## config.mk

```make
export PLATFORM = sky130hd
export DESIGN_NAME = video_regs_top
export DESIGN_NICKNAME = d
export VERILOG_FILES = /design/src/design/video_regs_pkg.sv /design/src/design/video_regs_top.sv /design/src/design/reg_map.sv /design/src/design/fault_counter.sv /design/src/design/fault_sync.sv
export VERILOG_INCLUDE_DIRS = /design/src /design/src/include
export SDC_FILE = /design/constraint.sdc
export NUM_CORES = 1
export LEC_CHECK = 0
export ABC_CLOCK_PERIOD_IN_PS = 5100
export BUFFER_PORTS_ARGS = -buffer_cell sky130_fd_sc_hd__buf_2
export CORE_MARGIN = 4
export CORE_UTILIZATION = 66
export CTS_CLUSTER_SIZE = 30
export DETAILED_ROUTE_END_ITERATION = 16
export PLACE_DENSITY = 0.86
export SLEW_MARGIN = 20
export SYNTH_ARGS = -nofsm -noshare
export SYNTH_HDL_FRONTEND = slang
export SYNTH_SLANG_ARGS = --single-unit
```

## constraint.sdc

```tcl
create_clock -name clk -period 5.1 [get_ports clk]
set_input_delay 0.255 -clock clk [delete_from_list [all_inputs] [get_ports clk]]
set_output_delay 0.255 -clock clk [all_outputs]
set_load 0.02 [all_outputs]
```

## src/include/video_regs_params.svh

```systemverilog
////////////////////////////////////////////////////////////////////////////
// video scaler control registers
// fault line count and host register addresses
////////////////////////////////////////////////////////////////////////////

`ifndef VIDEO_REGS_PARAMS_SVH
`define VIDEO_REGS_PARAMS_SVH

// video pll, hot plug, 54 MHz pll, hdmi pll
`define NUM_FAULTS 4

////////////////////////////////////////////////////////////////////////////
// host register map
////////////////////////////////////////////////////////////////////////////

// below 0x80 goes to the osd character ram
`define ADDR_OSD_PAGE    8'h80
`define ADDR_OSD_EN      8'h81
`define ADDR_HIGHLIGHT   8'h82
`define ADDR_RECONF      8'h83

// scanline intensity msbs, then lsb and flags
`define ADDR_SCAN_HI     8'h88
`define ADDR_SCAN_LO     8'h89

`define ADDR_HDMI_EN     8'h91
`define ADDR_COLORSPACE  8'h93

// four bytes per counter, msb first
`define ADDR_CNT_BASE    8'hA0
// three status bytes, msb first
`define ADDR_STATUS_BASE 8'hB0

// write-only strobes
`define ADDR_CNT_CLEAR   8'hC1
`define ADDR_RESET_DC    8'hF0

`endif
```

## src/design/video_regs_pkg.sv

```systemverilog
////////////////////////////////////////////////////////////////////////////
// video scaler control registers
// shared register-map types for the config block, the fault counters
// and the register decode
////////////////////////////////////////////////////////////////////////////

package video_regs_pkg;

    // one byte on the host port
    // also the width of every plain config register
    typedef logic [7:0] reg_byte_t;

    // scanline setting as seen by the video pipeline
    // intensity is 9 bits, 0x100 is full strength
    typedef struct packed {
        logic [8:0] intensity;
        logic       thickness;
        logic       oddeven;
        logic       active;
    } scanline_t;

    // output colour space select
    typedef enum logic [1:0] {
        cs_rgb      = 2'd0,
        cs_ycbcr444 = 2'd1,
        cs_ycbcr422 = 2'd2,
        // not decoded downstream
        cs_reserved = 2'd3
    } colorspace_t;

    // fault event count
    // saturates instead of wrapping
    typedef logic [31:0] count_t;

endpackage : video_regs_pkg

```

## src/design/video_regs_top.sv

```systemverilog
////////////////////////////////////////////////////////////////////////////
// video scaler control register block
// fault synchroniser, one saturating counter per fault line and the
// host register map behind the i2c byte port
////////////////////////////////////////////////////////////////////////////

`include "video_regs_params.svh"

module video_regs_top (
    input  logic                        clk,
    input  logic                        rst_n,
    // host byte port
    input  video_regs_pkg::reg_byte_t   addr,
    input  video_regs_pkg::reg_byte_t   wdata,
    input  logic                        write_en,
    output video_regs_pkg::reg_byte_t   rdata,
    // asynchronous fault levels and status
    input  logic [`NUM_FAULTS-1:0]      fault_in,
    input  logic [23:0]                 status_word,
    // osd character ram
    output video_regs_pkg::reg_byte_t   ram_data,
    output logic [9:0]                  ram_wraddress,
    output logic                        ram_wren,
    // video config
    output logic                        enable_osd,
    output video_regs_pkg::reg_byte_t   highlight_line,
    output video_regs_pkg::reg_byte_t   reconf_data,
    output video_regs_pkg::scanline_t   scanline,
    output logic                        hdmi_out_en,
    output video_regs_pkg::colorspace_t colorspace,
    output logic                        reset_dc
);

    import video_regs_pkg::*;

    // synced fault edges into the counters
    logic [`NUM_FAULTS-1:0] fault_rise;
    // clear strobes back from the register map
    logic [`NUM_FAULTS-1:0] count_clear;
    count_t                 counts [`NUM_FAULTS];

    fault_sync i_fault_sync (
        .clk        (clk),
        .rst_n      (rst_n),
        .fault_in   (fault_in),
        .fault_rise (fault_rise)
    );

    ////////////////////////////////////////////////////////////////////////
    // one counter per fault line
    ////////////////////////////////////////////////////////////////////////

    for (genvar i = 0; i < `NUM_FAULTS; i++) begin : g_cnt
        fault_counter i_fault_counter (
            .clk         (clk),
            .rst_n       (rst_n),
            .event_pulse (fault_rise[i]),
            .clear       (count_clear[i]),
            .count       (counts[i])
        );
    end

    reg_map i_reg_map (
        .clk            (clk),
        .rst_n          (rst_n),
        .addr           (addr),
        .wdata          (wdata),
        .write_en       (write_en),
        .rdata          (rdata),
        .status_word    (status_word),
        .counts         (counts),
        .count_clear    (count_clear),
        .ram_data       (ram_data),
        .ram_wraddress  (ram_wraddress),
        .ram_wren       (ram_wren),
        .enable_osd     (enable_osd),
        .highlight_line (highlight_line),
        .reconf_data    (reconf_data),
        .scanline       (scanline),
        .hdmi_out_en    (hdmi_out_en),
        .colorspace     (colorspace),
        .reset_dc       (reset_dc)
    );

endmodule : video_regs_top

```

## src/design/reg_map.sv

```systemverilog
////////////////////////////////////////////////////////////////////////////
// video scaler register map
// host byte write decode and registered read mux, osd ram write port,
// console reset strobe, fault counter clear and read snapshot
////////////////////////////////////////////////////////////////////////////

`include "video_regs_params.svh"

module reg_map (
    input  logic                        clk,
    input  logic                        rst_n,
    // host byte port
    input  video_regs_pkg::reg_byte_t   addr,
    input  video_regs_pkg::reg_byte_t   wdata,
    input  logic                        write_en,
    output video_regs_pkg::reg_byte_t   rdata,
    // status and fault counts
    input  logic [23:0]                 status_word,
    input  video_regs_pkg::count_t      counts [`NUM_FAULTS],
    output logic [`NUM_FAULTS-1:0]      count_clear,
    // osd character ram
    output video_regs_pkg::reg_byte_t   ram_data,
    output logic [9:0]                  ram_wraddress,
    output logic                        ram_wren,
    // video config
    output logic                        enable_osd,
    output video_regs_pkg::reg_byte_t   highlight_line,
    output video_regs_pkg::reg_byte_t   reconf_data,
    output video_regs_pkg::scanline_t   scanline,
    output logic                        hdmi_out_en,
    output video_regs_pkg::colorspace_t colorspace,
    output logic                        reset_dc
);

    import video_regs_pkg::*;

    // counter index bits inside the counter window
    localparam int IDX_W = $clog2(`NUM_FAULTS);

    // full strength, all flags off
    localparam scanline_t scanline_rst = '{
        intensity: 9'h100,
        thickness: 1'b0,
        oddeven:   1'b0,
        active:    1'b0
    };

    // osd page, top 3 bits of the ram address
    logic [2:0]       osd_page;

    // counter window decode
    reg_byte_t        cnt_off;
    logic             cnt_hit;
    logic [IDX_W-1:0] cnt_idx;
    logic [1:0]       cnt_byte;

    // per-counter copy taken on the msb read
    count_t           snap [`NUM_FAULTS];

    reg_byte_t        rd_next;

    ////////////////////////////////////////////////////////////////////////
    // write decode
    ////////////////////////////////////////////////////////////////////////

    always_ff @(posedge clk or negedge rst_n) begin
        if (!rst_n) begin
            osd_page       <= '0;
            enable_osd     <= 1'b0;
            highlight_line <= 8'hFF;
            reconf_data    <= '0;
            scanline       <= scanline_rst;
            hdmi_out_en    <= 1'b0;
            colorspace     <= cs_rgb;
            ram_wren       <= 1'b0;
            reset_dc       <= 1'b0;
            count_clear    <= '0;
        end else begin
            // strobes last one cycle
            ram_wren    <= 1'b0;
            reset_dc    <= 1'b0;
            count_clear <= '0;
            if (write_en) begin
                // lower half of the map is osd character data
                if (!addr[7]) begin
                    ram_wren <= 1'b1;
                end
                case (addr)
                    `ADDR_OSD_PAGE:   osd_page       <= wdata[2:0];
                    `ADDR_OSD_EN:     enable_osd     <= wdata[0];
                    `ADDR_HIGHLIGHT:  highlight_line <= wdata;
                    `ADDR_RECONF:     reconf_data    <= wdata;
                    `ADDR_SCAN_HI:    scanline.intensity[8:1] <= wdata;
                    `ADDR_SCAN_LO: begin
                        // lsb of intensity shares the byte with the flags
                        scanline.intensity[0] <= wdata[7];
                        scanline.thickness    <= wdata[6];
                        scanline.oddeven      <= wdata[5];
                        scanline.active       <= wdata[4];
                    end
                    `ADDR_HDMI_EN:    hdmi_out_en    <= wdata[0];
                    `ADDR_COLORSPACE: colorspace     <= colorspace_t'(wdata[1:0]);
                    // one clear bit per counter
                    `ADDR_CNT_CLEAR:  count_clear    <= wdata[`NUM_FAULTS-1:0];
                    `ADDR_RESET_DC:   reset_dc       <= 1'b1;
                    // everything else is ignored
                    default: ;
                endcase
            end
        end
    end

    // osd ram address and data, qualified by ram_wren
    always_ff @(posedge clk) begin
        if (write_en && !addr[7]) begin
            ram_wraddress <= {osd_page, addr[6:0]};
            ram_data      <= wdata;
        end
    end

    ////////////////////////////////////////////////////////////////////////
    // counter window and snapshot
    ////////////////////////////////////////////////////////////////////////

    // wraps high below the base, so one compare covers both ends
    assign cnt_off  = addr - `ADDR_CNT_BASE;
    assign cnt_hit  = cnt_off < reg_byte_t'(4 * `NUM_FAULTS);
    assign cnt_idx  = cnt_off[IDX_W+1:2];
    assign cnt_byte = cnt_off[1:0];

    // msb read freezes the whole count for the following byte reads
    always_ff @(posedge clk or negedge rst_n) begin
        if (!rst_n) begin
            for (int i = 0; i < `NUM_FAULTS; i++) begin
                snap[i] <= '0;
            end
        end else if (cnt_hit && cnt_byte == 2'd0) begin
            snap[cnt_idx] <= counts[cnt_idx];
        end
    end

    ////////////////////////////////////////////////////////////////////////
    // read mux
    ////////////////////////////////////////////////////////////////////////

    always_comb begin
        rd_next = '0;
        if (cnt_hit) begin
            case (cnt_byte)
                // live msb, same value the snapshot takes
                2'd0:    rd_next = counts[cnt_idx][31:24];
                2'd1:    rd_next = snap[cnt_idx][23:16];
                2'd2:    rd_next = snap[cnt_idx][15:8];
                default: rd_next = snap[cnt_idx][7:0];
            endcase
        end else begin
            case (addr)
                `ADDR_OSD_PAGE:   rd_next = {5'd0, osd_page};
                `ADDR_OSD_EN:     rd_next = {7'd0, enable_osd};
                `ADDR_HIGHLIGHT:  rd_next = highlight_line;
                `ADDR_RECONF:     rd_next = reconf_data;
                `ADDR_SCAN_HI:    rd_next = scanline.intensity[8:1];
                `ADDR_SCAN_LO: begin
                    rd_next = {scanline.intensity[0], scanline.thickness,
                               scanline.oddeven, scanline.active, 4'd0};
                end
                `ADDR_HDMI_EN:    rd_next = {7'd0, hdmi_out_en};
                `ADDR_COLORSPACE: rd_next = {6'd0, colorspace};
                // status levels, msb first
                `ADDR_STATUS_BASE:         rd_next = status_word[23:16];
                `ADDR_STATUS_BASE + 8'd1:  rd_next = status_word[15:8];
                `ADDR_STATUS_BASE + 8'd2:  rd_next = status_word[7:0];
                // unmapped and write-only addresses
                default:          rd_next = '0;
            endcase
        end
    end

    // read data follows addr one cycle later
    always_ff @(posedge clk or negedge rst_n) begin
        if (!rst_n) begin
            rdata <= '0;
        end else begin
            rdata <= rd_next;
        end
    end

endmodule : reg_map

```

## src/design/fault_counter.sv

```systemverilog
////////////////////////////////////////////////////////////////////////////
// fault event counter
// 32-bit count of event pulses, sticks at all ones, synchronous clear
////////////////////////////////////////////////////////////////////////////

module fault_counter (
    input  logic                  clk,
    input  logic                  rst_n,
    input  logic                  event_pulse,
    input  logic                  clear,
    output video_regs_pkg::count_t count
);

    // count is full
    // further events are dropped
    logic sat;

    assign sat = &count;

    ////////////////////////////////////////////////////////////////////////
    // count update
    ////////////////////////////////////////////////////////////////////////

    always_ff @(posedge clk or negedge rst_n) begin
        if (!rst_n) begin
            count <= '0;
        end else if (clear) begin
            // clear beats an event in the same cycle
            count <= '0;
        end else if (event_pulse && !sat) begin
            count <= count + 32'd1;
        end
    end

endmodule : fault_counter

```

## src/design/fault_sync.sv

```systemverilog
////////////////////////////////////////////////////////////////////////////
// fault line synchroniser
// brings the asynchronous fault levels into clk and registers a
// one-cycle pulse on each low-to-high transition
////////////////////////////////////////////////////////////////////////////

`include "video_regs_params.svh"

module fault_sync (
    input  logic                     clk,
    input  logic                     rst_n,
    input  logic [`NUM_FAULTS-1:0]   fault_in,
    output logic [`NUM_FAULTS-1:0]   fault_rise
);

    // first stage may go metastable
    logic [`NUM_FAULTS-1:0] meta;
    // stable synchronised level
    logic [`NUM_FAULTS-1:0] level;
    // level one cycle back for edge detect
    logic [`NUM_FAULTS-1:0] hist;

    ////////////////////////////////////////////////////////////////////////
    // two-flop synchroniser plus history stage
    ////////////////////////////////////////////////////////////////////////

    always_ff @(posedge clk or negedge rst_n) begin
        if (!rst_n) begin
            meta  <= '0;
            level <= '0;
            hist  <= '0;
        end else begin
            meta  <= fault_in;
            level <= meta;
            hist  <= level;
        end
    end

    // rising edge of the synced level
    // registered so the pulse is glitch free at the counters
    always_ff @(posedge clk or negedge rst_n) begin
        if (!rst_n) begin
            fault_rise <= '0;
        end else begin
            fault_rise <= level & ~hist;
        end
    end

endmodule : fault_sync

```

Word-level counts from Yosys, hierarchy flattened:

Cells that the tools add are included.

* input port bits: 47
* word-level logic and storage cells: 110
* output and inout bits: 60
* flip-flop bits (word level): 339

* reductions and logical operators: 29
* bitwise logic cells: 3
* $lt $le $gt $ge: 3
* mux-type cells: 26
* eq/ne operators: 15
* add/sub/neg operators: 5

Operator list (number)
* 32-bit 2-to-1 mux: 11
* 32-bit by 1-bit adder with 32-bit output, second input constant: 4
* 32-bit binary-select mux with 2-bit select: 2
* 128-bit bitwise mux: 1
* 32-bit AND reduction: 4
* 8-bit equality test, second input constant: 13
* 8-bit case mux with 11 select lines: 1
* 32-bit demux with 2-bit select: 1
* 24-bit 2-to-1 mux: 2
* 8-bit case mux with 3 select lines: 1
* 2-bit AND reduction: 8
* 8-bit by 5-bit less-than comparator with 1-bit output, second input constant: 1
* 4-bit 2-to-1 mux: 2
* 8-bit 2-to-1 mux: 1
* 2-bit nonzero test: 4
* 8-bit subtractor, second input constant: 1
* 1-bit logical AND: 7
* 1-bit zero test: 5
* 4-bit bitwise AND: 1
* 1-bit 2-to-1 mux: 4
* 4-bit inverter: 1
* 3-bit >= comparator, second input constant: 1
* 3-bit by 1-bit less-than comparator with 1-bit output, second input constant: 1
* 2-bit inverter with 3-bit output: 1
* 3 further kinds: 3

Logic depth before layout (Yosys ltp):

Gate-level depths: netlist of the first run.

* depth in word-level cells: 7
* depth in mapped cells: 9
* depth with buffers taken out: 7

Cells and area by module:

A second synthesis of the first run with hierarchy kept.

* cell total of the unflattened synthesis: 1360
* area total of the unflattened synthesis: 16331.9 µm²

By module, submodules not included
* reg_map: area each 8448.1 µm², cells each 576, seq. area each 4180.3 µm², times used 1
* fault_counter at g_cnt[0].i_fault_counter ...: area each 1865.5 µm², cells each 190, seq. area each 800.8 µm², times used 3
* fault_counter at g_cnt[2].i_fault_counter: area each 1831.8 µm², cells each 194, seq. area each 800.8 µm², times used 1
* fault_sync: area each 455.4 µm², cells each 20, seq. area each 400.4 µm², times used 1

Worst setup path before layout of the first run:

Ideal clock, no wire load.

* kind: register to register
* from: register g_cnt[2].i_fault_counter.count[0]
* to: register g_cnt[2].i_fault_counter.count[1]
* cell stages (with the launch flop): 10
* path slack: 3.015 ns
* arrival time: 1.953 ns
* setup time: 0.132 ns
* path through: dfrtp_1 -> ha_1 -> nand3_1 -> or2_1 -> buf_2 -> o41ai_4 -> buf_6 -> buf_6 -> mux2i_1 -> nor2_1

* word-level cells in the longest chain between the ends: 4
* elaborated cells on any way between the ends: 7

Ends and longest elaborated chain
* from (decl): line fault_counter.sv:11 `output video_regs_pkg::count_t count`
* from (signal assigned): line fault_counter.sv:31 `count <= count + 32'd1;`
* parallel branches: the longest is 4 deep, another holds 32-bit by 1-bit adder with 32-bit output

Several ways; the timed one is not identified. The select of a mux whose other input is x is not followed.
A chain may end at the register's enable or synchronous reset.

Worst setup path after layout of the first run:

* from: input port addr[4]
* to: register i_reg_map.rdata[5]

* word-level cells in the longest chain between the ends: 3
* elaborated cells on any way between the ends: 15

Ends and longest elaborated chain
* from (decl): line video_regs_top.sv:13 `input video_regs_pkg::reg_byte_t addr,`
* 8-bit subtractor (no source line) / 8-bit equality test (equally long branches)
* 8-bit by 5-bit less-than comparator with 1-bit output / 8-bit case mux with 11 select lines (equally long branches): line reg_map.sv:127, reg_map.sv:157
* 8-bit 2-to-1 mux (*): line reg_map.sv:148 `if (cnt_hit) begin`
* via i_reg_map.rd_next[5]: line reg_map.sv:60 `reg_byte_t rd_next;`
* to (signal assigned): line reg_map.sv:184 `rdata <= rd_next;`
* to (decl): line reg_map.sv:16 `output video_regs_pkg::reg_byte_t rdata,`

Mark *: on every way through the listed nets, which the timed path passes. The rest lies on a longest branch.

==> PnR_summary.wiki, run 1 <==
{| class="wikitable"
! Metric !! Value
|-
| TritonCTS Sinks || 307
|-
| Critical path's most frequent cell || dlygate4sd3_1
|-
| Cell-internal power || 4010 uW
|-
| Ports placed on the boundary || 107
|-
| Post_cts resized || 0
|-
| Number of enable-type register cells in the synthesized netlist || 18
|-
| Worst path required time || 5.59 ns
|-
| Maximum vdd drop || 0.0002463 V
|-
| Finish-stage setup viols || 0
|-
| Endpoint type of the worst setup path || register
|-
| Placement Cell Area || 0.01629 mm^2
|-
| Setup slack on the worst flop-to-flop path || 2.25 ns
|-
| Placement Setup Slack || 2.307 ns
|-
| Initial core utilization || 67.96%
|-
| Number of cells on the worst reg-to-reg path || 5
|-
| Switching pwr || 1410 uW
|-
| Final design area excluding fillers || 0.01745 mm^2
|-
| Maximum capacitance violations || 0
|-
| Row Count || 55
|-
| Overflow left after global routing || 0
|-
| Termination of the worst setup path || i_reg_map.rdata[5]
|-
| Clock H-tree levels || 1
|-
| Part of the total power dissipated in the clock network || 38.8%
|-
| Critical Path Slowest Stage Cell || nor3_1
|-
| Most used flip-flop cell after synthesis || dfrtp_1
|-
| Combinational share of power || 10.0%
|-
| Global-route wire length before repair || 68270 um
|-
| Clock tree skew after final layout || 0.01734 ns
|-
| TritonCTS Buffers || 31
|-
| Flop pwr share || 51.2%
|-
| Full die area || 0.02612 mm^2
|-
| Vias per cell || 6.969
|-
| Start-to-end type of the worst setup path || in -> reg
|-
| Total of fill cells in the finished design || 1410
|-
| Area of the core || 0.02292 mm^2
|-
| Max Transition Viols Final || 0
|-
| Total of warnings raised by yosys || 0
|-
| WP data arrival || 3.87 ns
|-
| Crit path time final || 3.377 ns
|-
| Relative area change from synthesis to final layout || 12.03%
|-
| Crit path launch type || input port
|-
| Period Utilization, post-route || 66.21%
|-
| P_leak || 0.007591 uW
|-
| Average wire per standard cell || 24.29 um
|-
| Cell chain of the critical path || dlygate4sd3_1, buf_2, nor4b_4, nand2_1, nor3_1, a222oi_1, dlygate4sd3_1, nand4_1, dlygate4sd3_1
|-
| Final Total Pwr || 5420 uW
|-
| Via count of the first global-routing pass || 12150
|-
| Area of the mapped netlist || 0.01557 mm^2
|-
| CTS max path bufs || 3
|-
| X dimension of the die || 161.6 um
|-
| RSZ-0062 raised after global routing || false
|-
| Vertical die dimension || 161.6 um
|-
| Routability congestion estimate || 0.9566
|-
| Aggregate global-route resource usage || 32.99%
|-
| Final antenna diode count || 0
|-
| Count of endpoints failing hold in the final timing report || 0
|-
| Worst reg2reg endpoint || g_cnt[0].i_fault_counter.count[27]
|-
| Critical path launch point || addr[4]
|-
| Final ANT Viol Nets || 0
|-
| Share of flip-flops with an asynchronous set or reset after synthesis || 94.14%
|-
| Distinct cell type count of the synthesized netlist || 75
|-
| Number of port buffers || 106
|-
| Post-synthesis instance total || 1311
|-
| Worst-path maximum fanout || 10
|-
| Power density of the placed cells || 310.7 mW/mm^2
|-
| Post-layout worst setup margin || 1.723 ns
|-
| Slew at the pin closest to its max-slew limit || 1.081 ns
|-
| Clock tree from TritonCTS || done
|-
| Detailed Place HPWL || 28980 um
|-
| Start of the worst register-to-register path || g_cnt[0].i_fault_counter.count[15]
|-
| Proportion of layout cells with a drive suffix above 1 || 27.90%
|-
| Register clock-pin slew on the reported worst setup and hold paths || 0.06 ns
|-
| Clock latency of the later-clocked register in the worst-skew pair || 0.56 ns
|-
| Max Clk Rate || 0.2961 GHz
|-
| Number of register bits inferred by synthesis || 307
|-
| Remaining routing DRC violations || 0
|-
| Syn Nets || 1363
|-
| Final sum of negative setup slack || 0 ns
|-
| Slowest cell delay on critical path || 0.67 ns
|-
| Run status || finished clean
|-
| Clock tree root driver cell || clkbuf_16
|-
| Largest net degree at the start of global routing || 120
|-
| Syn Area/Cell || 11.88 um^2
|-
| Net count reported at finish || 1472
|-
| Routed Wire Length || 42600 um
|-
| Initial antenna violation count || 0
|-
| Part of the Yosys area used for sequential elements || 49.98%
|-
| Type of the worst min-delay path || in -> reg
|-
| Headroom to the max-slew limit || 27.39%
|-
| Detailed-router iteration count before antenna repair || 6
|-
| Sw frac || 26.02%
|-
| Worst hold margin || 0.02434 ns
|-
| Vias post-DR || 12220
|-
| Number of DRC markers in iteration 0 || 1473
|}
==> layout make-up <==
type | instances | area, um^2 | area share [%]
flip-flops and latches | 307 | 7785 | 44.62
well taps | 313 | 391.6 | 2.245
clock buffers | 51 | 900.9 | 5.164
inverters | 28 | 105.1 | 0.6025
multi-input cells | 908 | 7355 | 42.16
repair buffers | 144 | 885.9 | 5.078
clock inverters | 3 | 22.52 | 0.1291
==> through the flow <==
step | cells | utilization [%]
global placement | 1677 | 71.09
global route | 1754 | 76.13
finish | 1754 | 76.13
floorplan | 1311 | -
CTS | 1754 | 76.13
detailed placement | 1677 | 71.09
==> routing by layer <==
| metal | vias up | share of wire (%) | GRT usage, % |
|---|---|---|---|
| met3 | 191 | 8.7 | 6.583 |
| met4 | 0 | 5.9 | 16.17 |
| met5 | - | 0 | 0 |
| met2 | 729 | 49 | 54.91 |
| met1 | 6063 | 37 | 41.76 |
| li1 | 5240 | - | - |
==> worst min path at each step <==
stage,from,to,cells after the start
3_3_place_gp,i_fault_sync.meta[1],i_fault_sync.level[1],0
3_5_place_dp,i_fault_sync.meta[1],i_fault_sync.level[1],0
5_1_grt,wdata[1],i_reg_map.ram_data[1],1
4_1_cts,status_word[0],i_reg_map.rdata[0],3
2_1_floorplan,rst_n,g_cnt[0].i_fault_counter.count[0],0
6_report,wdata[1],i_reg_map.ram_data[1],1
==> power groups by stage <==
stage          Sequential (uW)  Clock (uW)  Combinational (uW)
3_3_place_gp              2800           0                 495
4_1_cts                   2770        2120                 538
5_1_grt                   2790        2230                 593
6_report                  2780        2100                 541
2_1_floorplan             2770           0                 319
3_5_place_dp              2810           0                 519
==> kinds of logic after synthesis <==
kind of cell,Yosys count,share of synthesized area (%)
compound gates,229,9.449
xor+xnor,27,1.519
fa+ha+maj,5,0.4017
buf+inv,96,2.844
flops,307,49.98
mux,216,19.71
simple gates,431,16.09
==> cell usage in the layout (no fill, tap or decap), types with 15 or more instances in the layout <==
master,Yosys,final
dfrtp_1,280,279
mux2_2,144,144
buf_2,26,104
a21oi_1,85,85
nor2_1,71,70
nand2_1,61,61
mux4_2,58,58
or3_1,56,56
nand3_1,50,50
nand4_1,47,47
o21ai_0,46,46
clkbuf_16,0,31
inv_1,28,28
or4_1,24,24
dlygate4sd3_1,0,23
o31ai_1,22,22
xnor2_1,19,19
edfxtp_1,18,18
nor2b_1,17,17
and4_1,16,16
buf_4,5,16
and3_1,15,15
clkbuf_1,29,15
==> sequential cells by signal, indices dropped and copies added, names as in the netlist <==
name and count:
i_fault_sync.level 4, i_reg_map.ram_data 8, i_fault_sync.fault_rise 4, g_cnt.i_fault_counter.count 128, i_reg_map.enable_osd 1, i_reg_map.osd_page 3
i_reg_map.highlight_line 8, i_fault_sync.hist 4, i_reg_map.hdmi_out_en 1, i_reg_map.reconf_data 8, i_reg_map.ram_wraddress 10, i_reg_map.scanline 12
i_reg_map.ram_wren 1, i_reg_map.rdata 8, i_reg_map.reset_dc 1, i_reg_map.snap 96, i_reg_map.colorspace 2, i_reg_map.count_clear 4
i_fault_sync.meta 4
==> Yosys cell counts (all sizes together) (6+ instances only) <==
master / number / area share, %
dfrtp: 280 / 45
mux2: 145 / 10
a21oi: 85 / 2.7
nor2: 71 / 1.7
nand2: 61 / 1.5
o21ai: 59 / 1.9
mux4: 58 / 8.4
or3: 56 / 2.2
nand3: 51 / 1.7
nand4: 49 / 2.0
buf: 38 / 1.4
clkbuf: 30 / 0.73
inv: 28 / 0.67
o31ai: 24 / 1.3
or4: 24 / 1.2
nor4: 19 / 1.1
xnor2: 19 / 1.1
edfxtp: 18 / 3.5
nor2b: 17 / 0.68
nor3: 17 / 0.68
and4: 16 / 0.90
and3: 15 / 0.60
mux2i: 13 / 0.84
a22oi: 11 / 0.53
dfstp: 9 / 1.5
a211oi: 8 / 0.39
and2: 8 / 0.32
xor2: 8 / 0.45
a222oi: 7 / 0.45
a31oi: 7 / 0.28
nand2b: 6 / 0.24
or2: 6 / 0.24
==> repair_timing <==
item                      CTS  global route
buffers inserted            0             0
hold endpoints to repair  144             0
hold buffers               23             0
==> critical path: cells and delay by family <==
family / cells / cell delay (ns)
AOI/OAI and AO/OA: 1 / 0.28
buffers and inverters: 4 / 1.89
and+or+nand+nor: 4 / 1.43
(Power assumes the default switching activity.)
==> run 2: changes to the inputs <==
--- a/config.mk
+++ b/config.mk
@@ -6,13 +6,13 @@
 export SDC_FILE = /design/constraint.sdc
 export NUM_CORES = 1
 export LEC_CHECK = 0
-export ABC_CLOCK_PERIOD_IN_PS = 5100
+export ABC_CLOCK_PERIOD_IN_PS = 3000
 export BUFFER_PORTS_ARGS = -buffer_cell sky130_fd_sc_hd__buf_2
 export CORE_MARGIN = 4
-export CORE_UTILIZATION = 66
+export CORE_UTILIZATION = 55
 export CTS_CLUSTER_SIZE = 30
 export DETAILED_ROUTE_END_ITERATION = 16
-export PLACE_DENSITY = 0.86
+export PLACE_DENSITY = 0.76
 export SLEW_MARGIN = 20
 export SYNTH_ARGS = -nofsm -noshare
 export SYNTH_HDL_FRONTEND = slang
==> constraint.sdc (replaced) <==
create_clock -name clk -period 3 [get_ports clk]
set_input_delay 0.15 -clock clk [delete_from_list [all_inputs] [get_ports clk]]
set_output_delay 0.15 -clock clk [all_outputs]
set_load 0.02 [all_outputs]
==> PnR_summary.wiki, run 2 (same netlist as run 1, synthesis figures left out) <==
{| class="wikitable"
! Metric !! Value
|-
| Run status || finished clean (unchanged)
|-
| RSZ-0062 raised after global routing || false (unchanged)
|-
| Remaining routing DRC violations || 0 (unchanged)
|-
| TritonCTS Sinks || 307 (unchanged)
|-
| Highest-count cells in the layout ignoring fill and taps || dfrtp_1 (278), mux2_2 (144), buf_2 (104) (was dfrtp_1 (279), mux2_2 (144), buf_2 (104))
|-
| Clock tree skew after final layout || 0.01689 ns (was 0.01734 ns)
|-
| Crit path time final || 2.877 ns
|-
| WL met1 || 16510 um (was 15630 um)
|-
| Via count of the first global-routing pass || 11820 (was 12150)
|-
| Endpoint type of the worst setup path || register (unchanged)
|-
| Setup slack on the worst flop-to-flop path || 0.50 ns (was 2.25 ns)
|-
| Setup fix buffers added after clock tree synthesis || 0 (unchanged)
|-
| Type of the worst min-delay path || in -> reg (unchanged)
|-
| Flip-flop count of the largest register after layout || 128 (unchanged)
|-
| Initial core utilization || 55.90% (was 67.96%)
|-
| Vias per cell || 6.452 (was 6.969)
|-
| Worst path required time || 3.46 ns (was 5.59 ns)
|-
| Worst hold margin || 0.02247 ns (was 0.02434 ns)
|-
| Start-to-end type of the worst setup path || in -> reg (unchanged)
|-
| CTS max path bufs || 3 (unchanged)
|-
| Clock H-tree levels || 2 (was 1)
|-
| Part of the total power dissipated in the clock network || 42.9% (was 38.8%)
|-
| Worst min-delay path startpoint || status_word[2] (was wdata[1])
|-
| WP data arrival || 3.33 ns (was 3.87 ns)
|-
| Initial antenna violation count || 0 (unchanged)
|-
| Cell chain of the critical path || dlygate4sd3_1, buf_2, nand4b_1, nor2_1, a222oi_1, dlygate4sd3_1, nand3_1, dlygate4sd3_1 (was dlygate4sd3_1, buf_2, nor4b_4, nand2_1, nor3_1, a222oi_1, dlygate4sd3_1, nand4_1, dlygate4sd3_1)
|-
| Clock latency of the later-clocked register in the worst-skew pair || 0.52 ns (was 0.56 ns)
|-
| Maximum capacitance violations || 0 (unchanged)
|-
| Maximum vdd drop || 0.0004848 V (was 0.0002463 V)
|-
| Most flop-heavy register || g_cnt.i_fault_counter.count (unchanged)
|-
| Placement Setup Slack || 0.5371 ns (was 2.307 ns)
|-
| Vertical die dimension || 176.3 um (was 161.6 um)
|-
| Area of the core || 0.02786 mm^2 (was 0.02292 mm^2)
|-
| Detailed Place HPWL || 28310 um (was 28980 um)
|-
| Full die area || 0.03107 mm^2 (was 0.02612 mm^2)
|-
| Sw frac || 25.85% (was 26.02%)
|-
| Switching pwr || 2549 uW (was 1410 uW)
|-
| Headroom to the max-slew limit || 35.62% (was 27.39%)
|-
| Power density of the placed cells || 547.0 mW/mm^2 (was 310.7 mW/mm^2)
|-
| Length of routed met3 wiring || 3477 um (was 3723 um)
|-
| Aggregate global-route resource usage || 26.65% (was 32.99%)
|-
| Commonest non-fill, non-tap cell in the layout || dfrtp_1 (unchanged)
|-
| Total of fill cells in the finished design || 2055 (was 1410)
|-
| Critical path launch point || addr[6] (was addr[4])
|-
| X dimension of the die || 176.3 um (was 161.6 um)
|-
| Register clock-pin slew on the reported worst setup and hold paths || 0.06 ns (about the same)
|-
| Average wire per standard cell || 22.28 um (was 24.29 um)
|-
| Count of endpoints failing hold in the final timing report || 0 (unchanged)
|-
| Highest metal layer used by the detailed router || met4 (unchanged)
|-
| Critical Path Slowest Stage Cell || dlygate4sd3_1 (was nor3_1)
|-
| Buffers & Inverters on Critical Path || 4 (unchanged)
|-
| P_leak || 0.007875 uW (was 0.007591 uW)
|-
| Clock tree root driver cell || clkbuf_16 (unchanged)
|-
| Number of port buffers || 106 (unchanged)
|-
| TritonCTS Buffers || 35 (was 31)
|-
| Slowest cell delay on critical path || 0.62 ns (was 0.67 ns)
|-
| Proportion of layout cells with a drive suffix above 1 || 29.95% (was 27.90%)
|-
| Routed Wire Length || 41310 um (was 42600 um)
|-
| Flop pwr share || 47.8% (was 51.2%)
|-
| Final ANT Viol Nets || 0 (unchanged)
|-
| Max Transition Viols Final || 0 (unchanged)
|-
| Largest net degree at the start of global routing || 103 (was 120)
|-
| Top Registers || g_cnt.i_fault_counter.count (128), i_reg_map.snap (96), i_reg_map.scanline (12) (unchanged)
|-
| Cell-internal power || 7314 uW (was 4010 uW)
|-
| Vias post-DR || 11960 (was 12220)
|-
| Start of the worst register-to-register path || g_cnt[2].i_fault_counter.count[1] (was g_cnt[0].i_fault_counter.count[15])
|-
| Final sum of negative setup slack || 0 ns (unchanged)
|-
| Ports placed on the boundary || 107 (unchanged)
|-
| Category of cells accounting for the largest share of critical-path delay || buffers and inverters (unchanged)
|-
| Slew at the pin closest to its max-slew limit || 0.9614 ns (was 1.081 ns)
|-
| Global-route wire length before repair || 65660 um (was 68270 um)
|-
| Worst-path maximum fanout || 6 (was 10)
|-
| Finish-stage setup viols || 0 (unchanged)
|-
| Final antenna diode count || 0 (unchanged)
|-
| Number of DRC markers in iteration 0 || 1377 (was 1473)
|-
| Row Count || 61 (was 55)
|-
| Period Utilization, post-route || 95.90%
|-
| Overflow left after global routing || 0 (unchanged)
|-
| Clock tree from TritonCTS || done (unchanged)
|-
| Routability congestion estimate || 0.9783 (was 0.9566)
|-
| Detailed-router iteration count before antenna repair || 5 (was 6)
|-
| Max Clk Rate || 0.3476 GHz
|-
| Post-layout worst setup margin || 0.1229 ns (was 1.723 ns)
|-
| Met2 Routed Length || 19680 um (was 20720 um)
|-
| Net count reported at finish || 1503 (was 1472)
|-
| Relative area change from synthesis to final layout || 15.78% (was 12.03%)
|-
| Critical path's most frequent cell || dlygate4sd3_1 (unchanged)
|-
| Combinational share of power || 9.3% (was 10.0%)
|-
| Crit path launch type || input port (unchanged)
|}
-- run 2: cell count changes in the layout (fill, tap and decap cells not counted), moves of 3 or more --
cell / previous run / this run
buf_4: 16 / 32
clkbuf_1: 15 / 4
dlygate4sd3_1: 23 / 31
clkbuf_16: 31 / 36
clkinv_2: 1 / 6
clkbuf_8: 5 / 9
buf_12: 0 / 3
-- run 2: timing repair --
action,CTS,global route
gates resized for setup,0,2
setup endpoints to repair,0,2
endpoints found under the hold margin,138,0
hold buffers,31,0
-- run 2: power groups by stage --
| stage | sequential [uW] | clock (uW) | combinational, uW |
|---|---|---|---|
| floorplan | 4710 | 0 | 543 |
| global placement | 4760 | 0 | 864 |
| detailed placement | 4770 | 0 | 896 |
| CTS | 4700 | 4280 | 927 |
| global route | 4740 | 4450 | 1020 |
| finish | 4720 | 4230 | 919 |
-- run 2: worst register-to-register path: stages (launching register included) --
cell     delay, ns
dfrtp_1       0.43
ha_1          0.22
nand3_1       0.19
or2_1         0.37
o41ai_4       0.52
buf_4         0.37
mux2i_1       0.23
nor2_1        0.06
-- run 2: worst paths after layout --
| kind | to | cells past startpoint |
|---|---|---|
| setup / recovery | i_reg_map.rdata[3] | 8 |
| max in group asynchronous | i_reg_map.scanline[11] | 3 |
| hold / removal | i_reg_map.rdata[2] | 4 |
| setup reg to reg | g_cnt[2].i_fault_counter.count[1] | 7 |
| min in group asynchronous | g_cnt[2].i_fault_counter.count[9] | 2 |
| hold reg to reg | i_fault_sync.level[1] | 0 |
-- run 2: layer usage --
metal / global-route usage, % / vias up
met2: 42.62 / 556
met4: 9.617 / 0
met3: 5.375 / 117
met5: 0 / -
met1: 36.66 / 6002
li1: - / 5287
-- run 2: cell type report --
type                    count  area [um^2]  area share, %
clock buffers              49         1040          5.767
clock inverters            13        113.9         0.6315
inverters                  28        105.1         0.5829
multi-input cells         908         7366          40.85
flip-flops and latches    307         7786          43.19
well taps                 378        473.0          2.623
repair buffers            171         1146          6.357
-- run 2: per-stage QoR --
stage               power [uW]  util [%]  instances  cell area, um^2
finish                    9863     64.72       1854            18030
global route             10220     64.72       1854            18030
CTS                       9913     64.68       1854            18020
detailed placement        5670     59.43       1761            16550
global placement          5625     59.43       1761            16550
floorplan                 5250         -       1311            15570
